**config.mk**
```make
export PLATFORM = sky130hd
export DESIGN_NAME = dcache_tag_store
export DESIGN_NICKNAME = d
export VERILOG_FILES = /design/src/logic/dcache_pkg.sv /design/src/logic/dcache_tag_store.sv
export SDC_FILE = /design/constraint.sdc
export NUM_CORES = 2
export LEC_CHECK = 0
export BUFFER_PORTS_ARGS = -buffer_cell sky130_fd_sc_hd__buf_2
export CAP_MARGIN = 20
export CORE_AREA = 10 10 447 449
export CTS_BUF_LIST = sky130_fd_sc_hd__clkbuf_8
export CTS_CLUSTER_DIAMETER = 40
export CTS_CLUSTER_SIZE = 20
export DETAILED_ROUTE_END_ITERATION = 10
export DIE_AREA = 0 0 457 459
export PLACE_DENSITY = 0.69
export SETUP_SLACK_MARGIN = 0.4
export SKIP_LAST_GASP = 1
export SLEW_MARGIN = 20
export SYNTH_ARGS = -nofsm -noshare
export SYNTH_HDL_FRONTEND = slang
export SYNTH_SLANG_ARGS = --single-unit
export TNS_END_PERCENT = 50
```
**constraint.sdc**
```tcl
create_clock -name clk -period 3.83 [get_ports clk]
set_clock_uncertainty 0.15 [all_clocks]
set_input_delay 0.383 -clock clk [delete_from_list [all_inputs] [get_ports clk]]
set_output_delay 0.383 -clock clk [all_outputs]
set_load 0.005 [all_outputs]
```
**src/logic/dcache_pkg.sv**
```systemverilog
package dcache_pkg;

  // cpu side geometry
  localparam int ADDR_W         = 32;
  localparam int WORD_W         = 32;
  localparam int MASK_W         = WORD_W / 8;  // one enable per byte lane
  localparam int WORDS_PER_LINE = 16;
  localparam int OFFSET_W       = 6;           // byte offset in a 64 byte line

  // burst length codes count beats minus one
  localparam int BURST_LEN      = 15;          // full line, 16 beats
  // single word uncached access goes out with length 0

  localparam int UNCACHED_BIT   = 31;          // addr[31] set bypasses the cache

  // cpu load/store request, held stable until done
  typedef struct packed {
    logic [ADDR_W-1:0] addr;
    logic [WORD_W-1:0] wdata;
    logic [MASK_W-1:0] mask;   // byte enables, writes only
    logic              write;  // 1 store, 0 load
  } cpu_req_t;

  // memory read request
  typedef struct packed {
    logic [ADDR_W-1:0] addr;   // line aligned for refill
    logic [7:0]        len;    // beats minus one
  } mem_rd_req_t;

  // memory write request
  typedef struct packed {
    logic [ADDR_W-1:0] addr;
    logic [MASK_W-1:0] mask;   // all ones for writeback
    logic [7:0]        len;
  } mem_wr_req_t;

  // controller states
  typedef enum logic [2:0] {
    ST_IDLE,       // lookup, hit goes straight to resp
    ST_WRITEBACK,  // dirty victim out, 16 beats
    ST_REFILL,     // new line in, 16 beats
    ST_UNC_READ,   // single beat bypass read
    ST_UNC_WRITE,  // single beat bypass write
    ST_RESP        // done pulse
  } ctrl_state_e;

endpackage

```
**src/logic/dcache_tag_store.sv**
```systemverilog
`timescale 1ns/1ps

module dcache_tag_store import dcache_pkg::*; #(
  parameter  int NUM_LINES = 128,
  localparam int IDX_W     = $clog2(NUM_LINES),
  localparam int TAG_W     = ADDR_W - IDX_W - OFFSET_W
) (
  input  logic             clk,
  input  logic             rst,
  input  logic [IDX_W-1:0] index_i,      // line being looked up
  input  logic [TAG_W-1:0] tag_i,        // tag of the cpu address
  input  logic             tag_write_i,  // refill done or write hit
  input  logic             set_dirty_i,  // 1 on write hit, 0 on refill
  output logic             hit_o,
  output logic             dirty_o,      // resident line needs writeback
  output logic [TAG_W-1:0] victim_tag_o  // for the writeback address
);

  // tag array, meaningless while valid is low
  logic [TAG_W-1:0]     tag_q [NUM_LINES];
  logic [NUM_LINES-1:0] valid_q;
  logic [NUM_LINES-1:0] dirty_q;

  logic [TAG_W-1:0] cur_tag;
  logic             cur_valid;

  // status bits, cleared on reset
  always_ff @(posedge clk) begin
    if (rst) begin
      valid_q <= '0;
      dirty_q <= '0;
    end else if (tag_write_i) begin
      valid_q[index_i] <= 1'b1;
      dirty_q[index_i] <= set_dirty_i;  // write hit marks, refill cleans
    end
  end

  always_ff @(posedge clk) begin
    if (tag_write_i) begin
      tag_q[index_i] <= tag_i;  // same tag again on a write hit
    end
  end

  // combinational lookup
  assign cur_tag   = tag_q[index_i];
  assign cur_valid = valid_q[index_i];

  assign hit_o        = cur_valid && (cur_tag == tag_i);
  assign dirty_o      = cur_valid && dirty_q[index_i];
  assign victim_tag_o = cur_tag;

endmodule

```
==> flow_metrics.env <==
export IMPL_outcome="complete, but fails checks"
export IMPL_violations="negative setup slack"
export IMPL_rsz0062_at_grt="yes"
export IMPL_path_max_fanout=2
export IMPL_start_util=0.546
export IMPL_p_per_area_mw_per_mm2=473
export IMPL_via_count=62200
export IMPL_yosys_top_cells_area="edfxtp_1 70%, mux4_2 10%, mux2i_1 5.0%"
export IMPL_die_w_um=457
export IMPL_finalSetupTns_ps=-2640
export IMPL_worst_path_largest_cell_delay_ps=570
export IMPL_crit_buf_inv=3
export IMPL_root_buffer="clkbuf_8"
export IMPL_fp_dieH_um=459
export IMPL_setup_violations=13
export IMPL_gr_total_overflow=0
export IMPL_irDropWorstVdd_mv=0.372
export IMPL_clk_path_buf_depth=4
export IMPL_syn_num_nets=5639
export IMPL_drv_cap=0
export IMPL_criticalPathCategory="reg2out"
export IMPL_routabilityCongestion=0.972
export IMPL_netlist_area_mm2=0.104
export IMPL_hold_violations=0
export IMPL_final_layout_size_suffix_gt1_frac=0.340
export IMPL_layout_worst_path_cycle_share=1.34
export IMPL_drt_pass1_iterations=6
export IMPL_cts_clk_slew_worst_paths_ps=100
export IMPL_antenna_found_initial=25
export IMPL_tightest_slew_ps=1170
export IMPL_yosys_area_top_type="edfxtp_1"
export IMPL_drt_iter0_markers=9733
export IMPL_nets=6651
export IMPL_slew_violations=0
export IMPL_hp_class="in2reg"
export IMPL_ys_ff_latch=2688
export IMPL_synth_flop_cell="edfxtp_1"
export IMPL_rr_worst_depth=3
export IMPL_yosysTopAreaCellShare=0.699
export IMPL_wire_per_inst_um=34.4
export IMPL_cp_slowest_cell="nor4_4"
export IMPL_worstSkewPairLatency_ps=1070
export IMPL_ys_types=62
export IMPL_hold_start="tag_i[0]"
export IMPL_path_cells="mux4_2, mux2i_2, buf_4, o22a_1, nand4_1, and4_4, xor2_2, nor2_4, o2111ai_4, nor4_4, buf_4, buf_6"
export IMPL_rrSetupSlack_ps=2480
export IMPL_critPathArrivalTime_ps=4590
export IMPL_routed_wl_mm=324
export IMPL_yosysSeqAreaShare=0.748
export IMPL_io_buffers=50
export IMPL_fin_area_mm2=0.124
export IMPL_vias_per_cell=6.61
export IMPL_path_common_cell="buf_4"
export IMPL_grt_pass1_wl_mm=452
export IMPL_postSynthAreaPerCell_um2=18.6
export IMPL_grt_max_degree=129
export IMPL_grtUsageTotal=0.302
export IMPL_syn_instance_count=5609
export IMPL_htree_levels=5
export IMPL_pin_count=51
export IMPL_num_rows=161
export IMPL_worst_path_stages=12
export IMPL_antenna_left=0
export IMPL_min_path_cells=2
export IMPL_max_slew_margin_rel=0.217
export IMPL_crit_family="simple AND/OR/NAND/NOR gates"
export IMPL_cp_required_ps=3300
export IMPL_tritoncts="yes"
export IMPL_synth_edf_count=2432
export IMPL_worstSetupStartpointType="flop"
export IMPL_crit_path_end_kind="output port"
export IMPL_die_area_mm2=0.210
export IMPL_cts_made_buffers=330
export IMPL_grt_pass1_vias=60100
export IMPL_ys_warnings_count=0
export IMPL_timing_rr_start="dirty_q[106]"
export IMPL_rr_endpoint="dirty_q[106]"
export IMPL_p_leak_nw=41.7
export IMPL_post_dp_hpwl_mm=211
export IMPL_worstHoldEndpoint="tag_q[42][0]"
export IMPL_placed_area_mm2=0.116
export IMPL_area_growth_pct=18.9
export IMPL_synth_async_reset_ratio=0
export IMPL_core_mm2=0.191
export IMPL_setup_slack_ps=-1290
export IMPL_fmax_mhz=195
export IMPL_cts_sinks=2688
export IMPL_period_needed_ps=5120
export IMPL_drcViolationCount=0
[synth_stat cells (4+ instances only)]
cell,instances
edfxtp_1,2432
mux2i_1,523
mux4_2,469
nor2_1,410
dfxtp_1,256
nand2_1,210
o21ai_0,171
a21oi_1,164
a22oi_1,157
clkbuf_1,143
buf_2,98
nand3_1,69
a221oi_1,68
buf_4,48
nand4_1,43
o22ai_1,41
buf_6,39
buf_1,26
a31oi_1,20
mux2_2,17
nor2b_1,17
o211ai_1,17
o221ai_1,13
xnor2_1,13
nor3_1,12
a22o_1,10
a211oi_1,9
nor4_1,9
a221o_1,8
o21ba_2,8
o22a_1,8
a2111oi_0,7
o2111ai_1,7
and2_1,6
and4_1,5
nand2b_1,5
or4_1,5
a41oi_1,4
xor2_1,4
[layout make-up]
cell class | count | area, um2
Sequential cell | 2688 | 78200
Fill cell | 12700 | 67000
Multi-Input combinational cell | 2559 | 25700
Timing Repair Buffer | 1037 | 9970
Clock buffer | 344 | 4730
Tap cell | 2526 | 3160
Clock inverter | 245 | 2460
Inverter | 5 | 26.3
Antenna cell | 8 | 20.0
[per-stage QoR]
step | total power (W) | setup WS, ps | util | instances | hold slack, ps
floorplan | 0.0344 | 309 | - | 5609 | 285
global placement | 0.0367 | -1520 | 0.605 | 8782 | 293
detailed placement | 0.0368 | -1540 | 0.605 | 8782 | 303
CTS | 0.0587 | -1400 | 0.647 | 9397 | 59.7
global route | 0.0602 | -1300 | 0.650 | 9405 | 112
finish | 0.0588 | -1290 | 0.650 | 9412 | 138
[placed cells by master, fill, tap and decap left out, types with 24 or more instances in the layout]
cell and count:
clkbuf_8 344, clkinvlp_4 28, a22oi_1 146, nand2_1 202, o21ai_0 161, nor2_1 269, clkinv_4 27, nand4_1 43
dfxtp_1 256, buf_12 159, o22ai_1 28, nand3_1 62, inv_8 30, inv_1 26, buf_4 797, a21oi_1 159
edfxtp_1 2432, buf_6 31, inv_6 47, mux4_2 469, clkinv_2 35, bufinv_16 24, nor2_2 132, mux2i_1 505
dlygate4sd3_1 25, a221oi_1 54
[registers in the layout, indices dropped and copies added (netlist names)]
register and count:
dirty_q 128, valid_q 128, tag_q 2432
[power by group]
part / switching, W / leakage [nW] / internal (W)
Clock: 0.0117 / 3.71 / 0.0106
Combinational: 0.00276 / 14.1 / 0.00168
Sequential: 0.0000280 / 23.9 / 0.0320
Total: 0.0145 / 41.7 / 0.0443
[how the worst max path moves through the flow]
stage,from,endpoint,slack (ps)
after floorplan,index_i[2],tag_q[105][0],310
after global routing,tag_q[89][13],hit_o,-1300
final,tag_q[71][4],hit_o,-1290
after detailed placement,index_i[0],hit_o,-1540
after global placement,index_i[0],hit_o,-1520
after CTS,tag_q[126][16],hit_o,-1400
[cells by family (layout without fill, tap and decap cells)]
kind of cell,count (synthesis),count (layout),synth area share
buffers and inverters,362,1631,0.0190
and+or+nand+nor,807,807,0.0330
AOI/OAI and AO/OA,726,726,0.0454
DFF,2688,2688,0.748
xor gates and xnor gates,17,17,0.00143
other,0,8,0
muxes,1009,1009,0.153
[layer usage]
layer / vias up / wire [um] / global-route usage
met2: 4582 / 144000 / 0.446
met3: 795 / 45000 / 0.0940
li1: 24800 / - / -
met1: 32000 / 118000 / 0.415
met4: 24 / 16000 / 0.137
met5: - / 220 / 0.00226
[what timing repair did]
item,4_1_cts,5_1_grt
setup buffers,1,6
endpoints found under the hold margin,1426,0
pin swaps,21,39
setup endpoints to repair,21,21
hold buffers,25,0
resized for setup,134,80
No activity file was read; power rests on OpenSTA's default activity.
