[src/logic/dcache_pkg.sv]
package dcache_pkg;

  // cpu side geometry
  localparam int ADDR_W         = 32;
  localparam int WORD_W         = 32;
  localparam int MASK_W         = WORD_W / 8;  // one enable per byte lane
  localparam int WORDS_PER_LINE = 16;
  localparam int OFFSET_W       = 6;           // byte offset in a 64 byte line

  // burst length codes count beats minus one
  localparam int BURST_LEN      = 15;          // full line, 16 beats
  // single word uncached access goes out with length 0

  localparam int UNCACHED_BIT   = 31;          // addr[31] set bypasses the cache

  // cpu load/store request, held stable until done
  typedef struct packed {
    logic [ADDR_W-1:0] addr;
    logic [WORD_W-1:0] wdata;
    logic [MASK_W-1:0] mask;   // byte enables, writes only
    logic              write;  // 1 store, 0 load
  } cpu_req_t;

  // memory read request
  typedef struct packed {
    logic [ADDR_W-1:0] addr;   // line aligned for refill
    logic [7:0]        len;    // beats minus one
  } mem_rd_req_t;

  // memory write request
  typedef struct packed {
    logic [ADDR_W-1:0] addr;
    logic [MASK_W-1:0] mask;   // all ones for writeback
    logic [7:0]        len;
  } mem_wr_req_t;

  // controller states
  typedef enum logic [2:0] {
    ST_IDLE,       // lookup, hit goes straight to resp
    ST_WRITEBACK,  // dirty victim out, 16 beats
    ST_REFILL,     // new line in, 16 beats
    ST_UNC_READ,   // single beat bypass read
    ST_UNC_WRITE,  // single beat bypass write
    ST_RESP        // done pulse
  } ctrl_state_e;

endpackage

[src/logic/dcache_ctrl.sv]
`timescale 1ns/1ps

module dcache_ctrl import dcache_pkg::*; #(
  parameter  int NUM_LINES  = 128,
  localparam int IDX_W      = $clog2(NUM_LINES),
  localparam int TAG_W      = ADDR_W - IDX_W - OFFSET_W,
  localparam int WORD_IDX_W = $clog2(WORDS_PER_LINE)
) (
  input  logic                  clk,
  input  logic                  rst,
  // cpu side
  input  logic                  req_valid_i,
  input  cpu_req_t              req_i,
  output logic                  done_o,        // one cycle pulse
  output logic [WORD_W-1:0]     rdata_o,
  // memory read port
  output logic                  rd_valid_o,
  output mem_rd_req_t           rd_req_o,
  input  logic                  rd_beat_i,
  input  logic [WORD_W-1:0]     rd_data_i,
  // memory write port
  output logic                  wr_valid_o,
  output mem_wr_req_t           wr_req_o,
  output logic [WORD_W-1:0]     wr_data_o,
  input  logic                  wr_beat_i,
  // tag store
  input  logic                  hit_i,
  input  logic                  dirty_i,
  input  logic [TAG_W-1:0]      victim_tag_i,
  output logic                  tag_write_o,
  output logic                  set_dirty_o,
  // data store
  input  logic [WORD_W-1:0]     hit_word_i,    // cpu word of the line
  input  logic [WORD_W-1:0]     line_word_i,   // word at data_word_o
  output logic                  data_wen_o,
  output logic [WORD_IDX_W-1:0] data_word_o,
  output logic [WORD_W-1:0]     data_wdata_o,
  output logic [MASK_W-1:0]     data_wmask_o
);

  localparam logic [WORD_IDX_W-1:0] LAST_BEAT = WORD_IDX_W'(BURST_LEN);

  ctrl_state_e           state_q;
  logic [WORD_IDX_W-1:0] beat_q;       // burst beat counter
  mem_rd_req_t           rd_req_q;
  mem_wr_req_t           wr_req_q;
  logic [WORD_W-1:0]     unc_rdata_q;  // bypass read data, shown in resp

  logic              uncached;
  logic              lookup;
  logic              write_hit;
  logic              rd_fire;
  logic              wr_fire;
  logic              last_beat;
  logic              refill_beat;
  logic [IDX_W-1:0]  index;
  logic [ADDR_W-1:0] line_addr;
  logic [ADDR_W-1:0] victim_addr;

  assign uncached    = req_i.addr[UNCACHED_BIT];
  assign index       = req_i.addr[OFFSET_W +: IDX_W];
  assign line_addr   = {req_i.addr[ADDR_W-1:OFFSET_W], {OFFSET_W{1'b0}}};
  assign victim_addr = {victim_tag_i, index, {OFFSET_W{1'b0}}};  // old line

  assign lookup      = (state_q == ST_IDLE) && req_valid_i && !uncached;
  assign write_hit   = lookup && hit_i && req_i.write;
  assign rd_fire     = rd_valid_o && rd_beat_i;
  assign wr_fire     = wr_valid_o && wr_beat_i;
  assign last_beat   = (beat_q == LAST_BEAT);
  assign refill_beat = (state_q == ST_REFILL) && rd_fire;

  // state and beat counter
  always_ff @(posedge clk) begin
    if (rst) begin
      state_q <= ST_IDLE;
      beat_q  <= '0;
    end else begin
      case (state_q)
        ST_IDLE: begin
          beat_q <= '0;
          if (req_valid_i && uncached) begin
            state_q <= req_i.write ? ST_UNC_WRITE : ST_UNC_READ;
          end else if (lookup && hit_i) begin
            state_q <= ST_RESP;  // store already written on this edge
          end else if (lookup && dirty_i) begin
            state_q <= ST_WRITEBACK;  // victim out first
          end else if (lookup) begin
            state_q <= ST_REFILL;
          end
        end
        ST_WRITEBACK: begin
          if (wr_fire) begin
            if (last_beat) begin
              state_q <= ST_REFILL;
              beat_q  <= '0;
            end else begin
              beat_q <= beat_q + 1'b1;
            end
          end
        end
        ST_REFILL: begin
          if (rd_fire) begin
            if (last_beat) begin
              state_q <= ST_IDLE;  // retry, hits now
              beat_q  <= '0;
            end else begin
              beat_q <= beat_q + 1'b1;
            end
          end
        end
        ST_UNC_READ, ST_UNC_WRITE: begin
          if (rd_fire || wr_fire) begin
            state_q <= ST_RESP;  // one beat only
          end
        end
        ST_RESP: state_q <= ST_IDLE;
        default: state_q <= ST_IDLE;
      endcase
    end
  end

  // burst requests loaded while idle, held through the transfer
  always_ff @(posedge clk) begin
    if (state_q == ST_IDLE) begin
      rd_req_q.addr <= uncached ? req_i.addr : line_addr;
      rd_req_q.len  <= uncached ? 8'd0 : 8'(BURST_LEN);
      wr_req_q.addr <= uncached ? req_i.addr : victim_addr;
      wr_req_q.mask <= uncached ? req_i.mask : {MASK_W{1'b1}};
      wr_req_q.len  <= uncached ? 8'd0 : 8'(BURST_LEN);
    end
  end

  always_ff @(posedge clk) begin
    if ((state_q == ST_UNC_READ) && rd_fire) begin
      unc_rdata_q <= rd_data_i;
    end
  end

  // memory side, valids straight from state so never both high
  assign rd_valid_o = (state_q == ST_REFILL) || (state_q == ST_UNC_READ);
  assign wr_valid_o = (state_q == ST_WRITEBACK) || (state_q == ST_UNC_WRITE);
  assign rd_req_o   = rd_req_q;
  assign wr_req_o   = wr_req_q;
  assign wr_data_o  = (state_q == ST_UNC_WRITE) ? req_i.wdata : line_word_i;

  // cpu side
  assign done_o  = (state_q == ST_RESP);
  assign rdata_o = uncached ? unc_rdata_q : hit_word_i;

  // store controls, cpu word when idle, burst word otherwise
  assign tag_write_o  = write_hit || (refill_beat && last_beat);
  assign set_dirty_o  = write_hit;  // refill loads a clean line
  assign data_wen_o   = write_hit || refill_beat;
  assign data_word_o  = (state_q == ST_IDLE) ? req_i.addr[OFFSET_W-1 -: WORD_IDX_W] : beat_q;
  assign data_wdata_o = (state_q == ST_REFILL) ? rd_data_i : req_i.wdata;
  assign data_wmask_o = (state_q == ST_REFILL) ? {MASK_W{1'b1}} : req_i.mask;

endmodule

[config.mk]
export PLATFORM = sky130hd
export DESIGN_NAME = dcache_ctrl
export DESIGN_NICKNAME = d
export VERILOG_FILES = /design/src/logic/dcache_pkg.sv /design/src/logic/dcache_ctrl.sv
export SDC_FILE = /design/constraint.sdc
export NUM_CORES = 1
export LEC_CHECK = 0
export ABC_CLOCK_PERIOD_IN_PS = 3700
export BUFFER_PORTS_ARGS = -buffer_cell sky130_fd_sc_hd__buf_2
export CORE_AREA = 3 3 149 151
export DETAILED_ROUTE_END_ITERATION = 10
export DIE_AREA = 0 0 152 154
export SLEW_MARGIN = 10
export SYNTH_ARGS = -nofsm -noshare
export SYNTH_HDL_FRONTEND = slang
export SYNTH_SLANG_ARGS = --single-unit
[constraint.sdc]
create_clock -name clk -period 3.7 [get_ports clk]
set_clock_uncertainty 0.05 [all_clocks]
set_input_delay 0.37 -clock clk [delete_from_list [all_inputs] [get_ports clk]]
set_output_delay 0.37 -clock clk [all_outputs]
set_load 0.005 [all_outputs]
==> impl_results.md, run 1 <==
* Status: finished clean
* Distinct cells, synth at 38
* Gr ovfl total at 0
* Initial core utilization at 23.42%
* PD cells at 627.0 nW/µm²
* Hold path start: req_i[47]
* Async S/R FF share, synth at 0%
* Setup_tns at 0 ns
* #FFs+latches synth at 95
* Iter 0 DRT Violations at 152
* Drt total wl at 17.30 mm
* Port Buffer Count at between 300 and 400
* H-tree Lvls at 3
* Reg-to-reg startpoint: state_q[0]$_SDFFE_PP0P_
* Path depth of the worst reg2reg path at 2
* Die Y at 154 µm
* DP Cell Count at ~960
* CTS root buffer: clkbuf_16
* Total Die Area at 23410 µm²
* Die X at between 150 and 200 µm
* Slew of the pin with the lowest slew margin at around 0.9 ns
* Core ar. at approximately 21000 µm²
* Clock buffer depth at 2
* Setup crit start: state_q[1]$_SDFFE_PP0P_
* Worst hold path type: in -> reg
* Leading post-synthesis cells by cell area: edfxtp_1 (54%), mux2_2 (26%), buf_4 (4.7%)
* # IOs at 385
* Clock Latency Late Sink at 0.34 ns
* Vias per std cell at approximately 4.2
* Endpoints failing hold at 0
* Req. time, crit path at around 3.3 ns
* Worst R2R End: wr_req_o[40]$_DFFE_PP_
* Post-Syn Area at a little under 5000 µm²
* Synth Instances at approximately 340
* Fmax at between 0.3 and 0.4 GHz
* CTS tree: yes
* PostCTS Resize Cnt at 0
* Number of synthesized flops with an enable pin at between 80 and 90
* DRT antenna net count at 0
* Placed wire-length estimate at 14.17 mm
* Worst path arrival time at roughly 2.3 ns
* RSZ-0062 raised after global routing: false
* First-pass GRT wire length at ~25 mm
* Reg2Reg Setup Slack at ~1.5 ns
* Synth top area share at between 50% and 60%
* Post-route non-filler standard cell count at roughly 970
* Row cnt at between 50 and 60
* Clock sink total at 95
* Worst hold path endpoint: rd_req_o[18]$_DFFE_PP_
* Share of cells above drive strength 1 at 75.18%
* Maximum capacitance violations at 0
* Maximum number of pins on one net before global-route repair at around 50
* Vias in the first global route at roughly 4200
* Total CTS buffers at 9
* Initial antenna violation count at 0
* Setup-failing EPs final at 0
* CP endpoint kind: primary output
* NumNets Final at just under 900
* Slew Viols, Final at 0
* Gp weighted congestion at 0.7981
* Synth-to-Final Area Change at 47.16%
* Post-synth top area cell: edfxtp_1
* Vias at between 4000 and 5000
* All-Layer GR Usage at roughly 14%
* Top FF cell, synth: edfxtp_1
* Avg Inst Size Synth at 14.52 µm²
* Reg clk slew, reported paths at around 0.080 ns
* Post-CTS Setup Repair Bufs at 0
* Ant diodes at 0
* Period Utilization, post-route at about 73%
* Ys Warns at 0
* LEAKAGE at about 3.2 nW
* DRC at 0
* Sequential share of the synthesized area at 56.69%
* Peak supply drop at between 0.2 and 0.25 mV
* Fillers at around 2200
* DRT Pass-1 Iters at 4
* Crit path kind: reg -> out
* Min Tclk post-route at 2.714 ns
* CP max FO at 38
* Routed WL per cell at about 18 µm
* Setup crit start kind: flop
* WHS Path Cells at 1
* Relative slew slack at between 30 and 40%
* Cts hold-fix bufs at 0
[stage by stage]
| stage | utilization (%) | instance area (µm²) | setup WS (ns) | total power [mW] | hold slack [ns] |
|---|---|---|---|---|---|
| finish | 34.47 | 7223 | 0.9858 | 4.529 | 0.1455 |
| global route | 34.47 | 7223 | 0.8751 | 4.811 | 0.1209 |
| CTS | 34.47 | 7223 | 0.9867 | 4.625 | 0.1215 |
| detailed placement | 33.08 | 6932 | 1.369 | 3.681 | 0.4520 |
| global placement | 33.08 | 6932 | 1.395 | 3.681 | 0.4451 |
| floorplan | - | 4941 | 0.6660 | 2.859 | 0.3891 |
[logic make-up (layout without fill, tap and decap cells)]
logic type,Yosys count,count (layout),share of synthesized area (%)
adders and majority gates,1,1,0.2549
buffers and inverters,54,406,6.806
and+or+nand+nor,45,45,5.710
AOI/OAI and AO/OA,23,23,3.263
muxes,117,117,26.84
DFF,95,95,56.69
xor gates and xnor gates,2,2,0.3569
other,1,8,0.07640
[where the power goes]
group	switching (mW)	internal, mW
sequential	0.153	1.65
clock	0.446	0.472
combinational	0.926	0.885
total	1.53	3.00
[worst max-delay path by stage]
stage,endpoint,cells after the start,slack (ns)
2_1_floorplan,tag_write_o,4,0.67
3_3_place_gp,wr_req_o[38]$_DFFE_PP_,2,1.39
3_5_place_dp,data_wdata_o[12],5,1.37
4_1_cts,data_wdata_o[12],5,0.99
5_1_grt,data_wdata_o[15],5,0.88
6_report,data_wdata_o[12],5,0.99
[sequential cells by signal, indices dropped and copies added, names as in the netlist]
| signal | flops |
|---|---|
| unc_rdata_q | 32 |
| wr_req_o | 30 |
| state_q | 3 |
| rd_req_o | 26 |
| beat_q | 4 |
[metal layers]
metal | GRT usage (%) | part of all wire, %
met5 | 0 | 0
met4 | 3.296 | 1.2
met3 | 4.757 | 8.6
met2 | 24.36 | 50
met1 | 16.35 | 40
[final cells by class]
type / instances / area, µm² / share of cell area [%]
timing repair buffer: 381 / 1932 / 26.75
inverter: 9 / 33.78 / 0.4677
clock buffer: 9 / 225.2 / 3.118
tap: 275 / 344.1 / 4.764
multi-input combinational: 196 / 1839 / 25.46
sequential: 95 / 2783 / 38.52
clock inverter: 7 / 66.31 / 0.9181
[layout by cell type, fill, tap and decap left out, types with 2 or more instances in the layout]
master	n
buf_2	376
xnor2_1	2
clkbuf_16	9
nor2_1	5
and3_1	3
and2_1	6
edfxtp_1	88
o21ai_0	6
nor3_1	2
inv_1	9
clkinvlp_4	2
a32oi_1	2
or2_2	5
nor3_4	2
mux2_1	2
buf_4	4
o211ai_1	3
mux2_2	115
nand2b_1	7
a21oi_1	5
conb_1	8
inv_8	2
nand2_1	4
dfxtp_1	7
[Yosys cell counts, types with 2 or more instances]
master / count
inv_1: 9
nand2b_1: 7
dfxtp_1: 7
mux2_1: 2
buf_4: 31
edfxtp_1: 88
xnor2_1: 2
clkbuf_1: 2
nor3_1: 2
o21ai_0: 6
nor3_2: 3
and2_1: 6
nor2_1: 6
mux2_2: 115
a32oi_1: 2
nand2_1: 4
buf_2: 12
o211ai_1: 3
a21oi_1: 5
or2_2: 5
and3_1: 4
[critical path, stage by stage (launching register included)]
cell,delay (ns)
dfxtp_1,0.61
nand2b_1,0.21
nor2_4,0.11
buf_4,0.45
mux2_2,0.40
buf_2,0.13
Power figures use the tool's default switching activity.
==> run 2: changes to the inputs <==
--- a/config.mk
+++ b/config.mk
@@ -5,7 +5,7 @@
 export SDC_FILE = /design/constraint.sdc
 export NUM_CORES = 1
 export LEC_CHECK = 0
-export ABC_CLOCK_PERIOD_IN_PS = 3700
+export ABC_CLOCK_PERIOD_IN_PS = 2800
 export BUFFER_PORTS_ARGS = -buffer_cell sky130_fd_sc_hd__buf_2
 export CORE_AREA = 3 3 149 151
 export DETAILED_ROUTE_END_ITERATION = 10
==> constraint.sdc (replaced) <==
create_clock -name clk -period 2.8 [get_ports clk]
set_clock_uncertainty 0.05 [all_clocks]
set_input_delay 0.28 -clock clk [delete_from_list [all_inputs] [get_ports clk]]
set_output_delay 0.28 -clock clk [all_outputs]
set_load 0.005 [all_outputs]
==> impl_results.md, run 2 (same netlist as run 1, synthesis figures left out) <==
* Top reg by flops: unc_rdata_q
* Crit path kind: reg -> out
* CTS tree: yes
* Setup-failing EPs final at 0
* Worst hold path type: in -> reg
* Status: finished clean
* Cts hold-fix bufs at 0
* Register area at about 2800 µm²
* PD cells at roughly 840 nW/µm²
* Worst hold slack at about 0.057 ns
* Die Y at between 150 and 200 µm
* Path depth of the worst reg2reg path at 4
* Multi-input logic area at 1838 µm²
* Iter 0 DRT Violations at around 150
* Clock sink total at 95
* Total Power at 6.065 mW
* Clock buffer depth at 2
* Vias per std cell at between 4 and 5
* Total CTS buffers at 9
* RSZ-0062 raised after global routing: false
* Setup crit start kind: flop
* CP max FO at 32
* Maximum number of pins on one net before global-route repair at around 70
* DRT antenna net count at 0
* Share of cells above drive strength 1 at between 70% and 80%
* Clock Latency Late Sink at approximately 0.34 ns
* # IOs at a little under 400
* Endpoints failing hold at 0
* Drt total wl at about 17 mm
* LEAKAGE at between 3 and 4 nW
* All-Layer GR Usage at a little over an eighth
* CP endpoint kind: primary output
* Post-CTS Setup Repair Bufs at 0
* DRT Pass-1 Iters at 4
* Min Tclk post-route at ~2.6 ns
* Leading cell type in the layout, fill and taps excluded: buf_2
* Fillers at 2115
* CTS root buffer: clkbuf_16
* Port Buffer Count at between 300 and 400
* Placed wire-length estimate at approximately 14 mm
* Ant diodes at 0
* First-pass GRT wire length at 24.79 mm
* Period Utilization, post-route at around 92%
* Synth-to-Final Area Change at 47.92%
* Setup_tns at 0 ns
* Core ar. at approximately 21000 µm²
* Slew of the pin with the lowest slew margin at 0.5490 ns
* H-tree Lvls at 3
* Total Die Area at roughly 23000 µm²
* Die X at between 150 and 200 µm
* Initial antenna violation count at 3
* Row cnt at 53
* NumNets Final at around 900
* Initial core utilization at around a quarter
* Fmax at 0.3876 GHz
* Peak supply drop at approximately 0.3 mV
* Req. time, crit path at about 2.5 ns
* Vias in the first global route at 4176
* Routed WL per cell at between 15 and 20 µm
* PostCTS Resize Cnt at 0
* Gr ovfl total at 0
* Vias at around 4100
* Slew Viols, Final at 0
* Max reg flops at 32
* Commonest cells after routing, fill and taps aside: buf_2 (376), mux2_2 (115), edfxtp_1 (88), inv_1 (9), clkbuf_16 (9)
* DRC at 0
* WHS Path Cells at 1
* Maximum capacitance violations at 0
* Relative slew slack at 63.28%
* Gp weighted congestion at around 0.88
* Reg clk slew, reported paths at 0.08 ns
* Worst path arrival time at roughly 2.3 ns
==> run 2: changes by cell type in the layout (fill, tap and decap cells not counted), sizes merged <==
| cell | before | now |
|---|---|---|
| clkinv | 2 | 3 |
| inv | 12 | 11 |
==> run 2: final timing paths <==
check / from / end / slack, ns
setup / recovery: state_q[2]$_SDFFE_PP0P_ / wr_data_o[20] / 0.22
setup reg to reg: state_q[1]$_SDFFE_PP0P_ / unc_rdata_q[11]$_DFFE_PP_ / 0.84
hold / removal: req_i[44] / rd_req_o[15]$_DFFE_PP_ / 0.06
hold reg to reg: beat_q[3]$_SDFFE_PP0P_ / beat_q[3]$_SDFFE_PP0P_ / 0.46
==> run 2: stage by stage <==
step | setup WS [ns] | cell area (µm²) | utilization, % | cells
detailed placement | 0.6035 | 6957 | 33.20 | 956
global placement | 0.6285 | 6957 | 33.20 | 956
floorplan | -0.09496 | 4949 | - | 345
finish | 0.2198 | 7261 | 34.65 | 972
global route | 0.08723 | 7261 | 34.65 | 972
CTS | 0.2078 | 7261 | 34.65 | 972
==> run 2: power breakdown <==
group          total (mW)  internal [mW]  leakage, nW  switching (mW)
registers            2.38           2.17        0.909           0.206
logic                2.44           1.21         2.21            1.24
clock network        1.24          0.633        0.141           0.611
==> run 2: layout make-up <==
type,instances,share of cell area (%)
clock inverters,7,1.086
well taps,275,4.739
multi-input cells,196,25.31
flip-flops and latches,95,38.34
clock buffers,9,3.102
repair buffers,381,26.95
inverters,9,0.4653
==> run 2: worst max-delay path, cell delays in order (launching register included) <==
cell     delay (ns)
dfxtp_1        0.57
inv_1          0.23
nor3_4         0.15
buf_4          0.40
mux2_2         0.39
buf_2          0.13
==> run 2: layer usage <==
layer	track usage, %	up-vias	wire, µm	share of wire [%]
li1	-	1949	-	-
met1	16.70	1907	7053	42
met2	23.05	252	8194	48
met3	4.475	22	1380	8.1
met4	4.495	6	273	1.6
met5	0	-	36	0.21
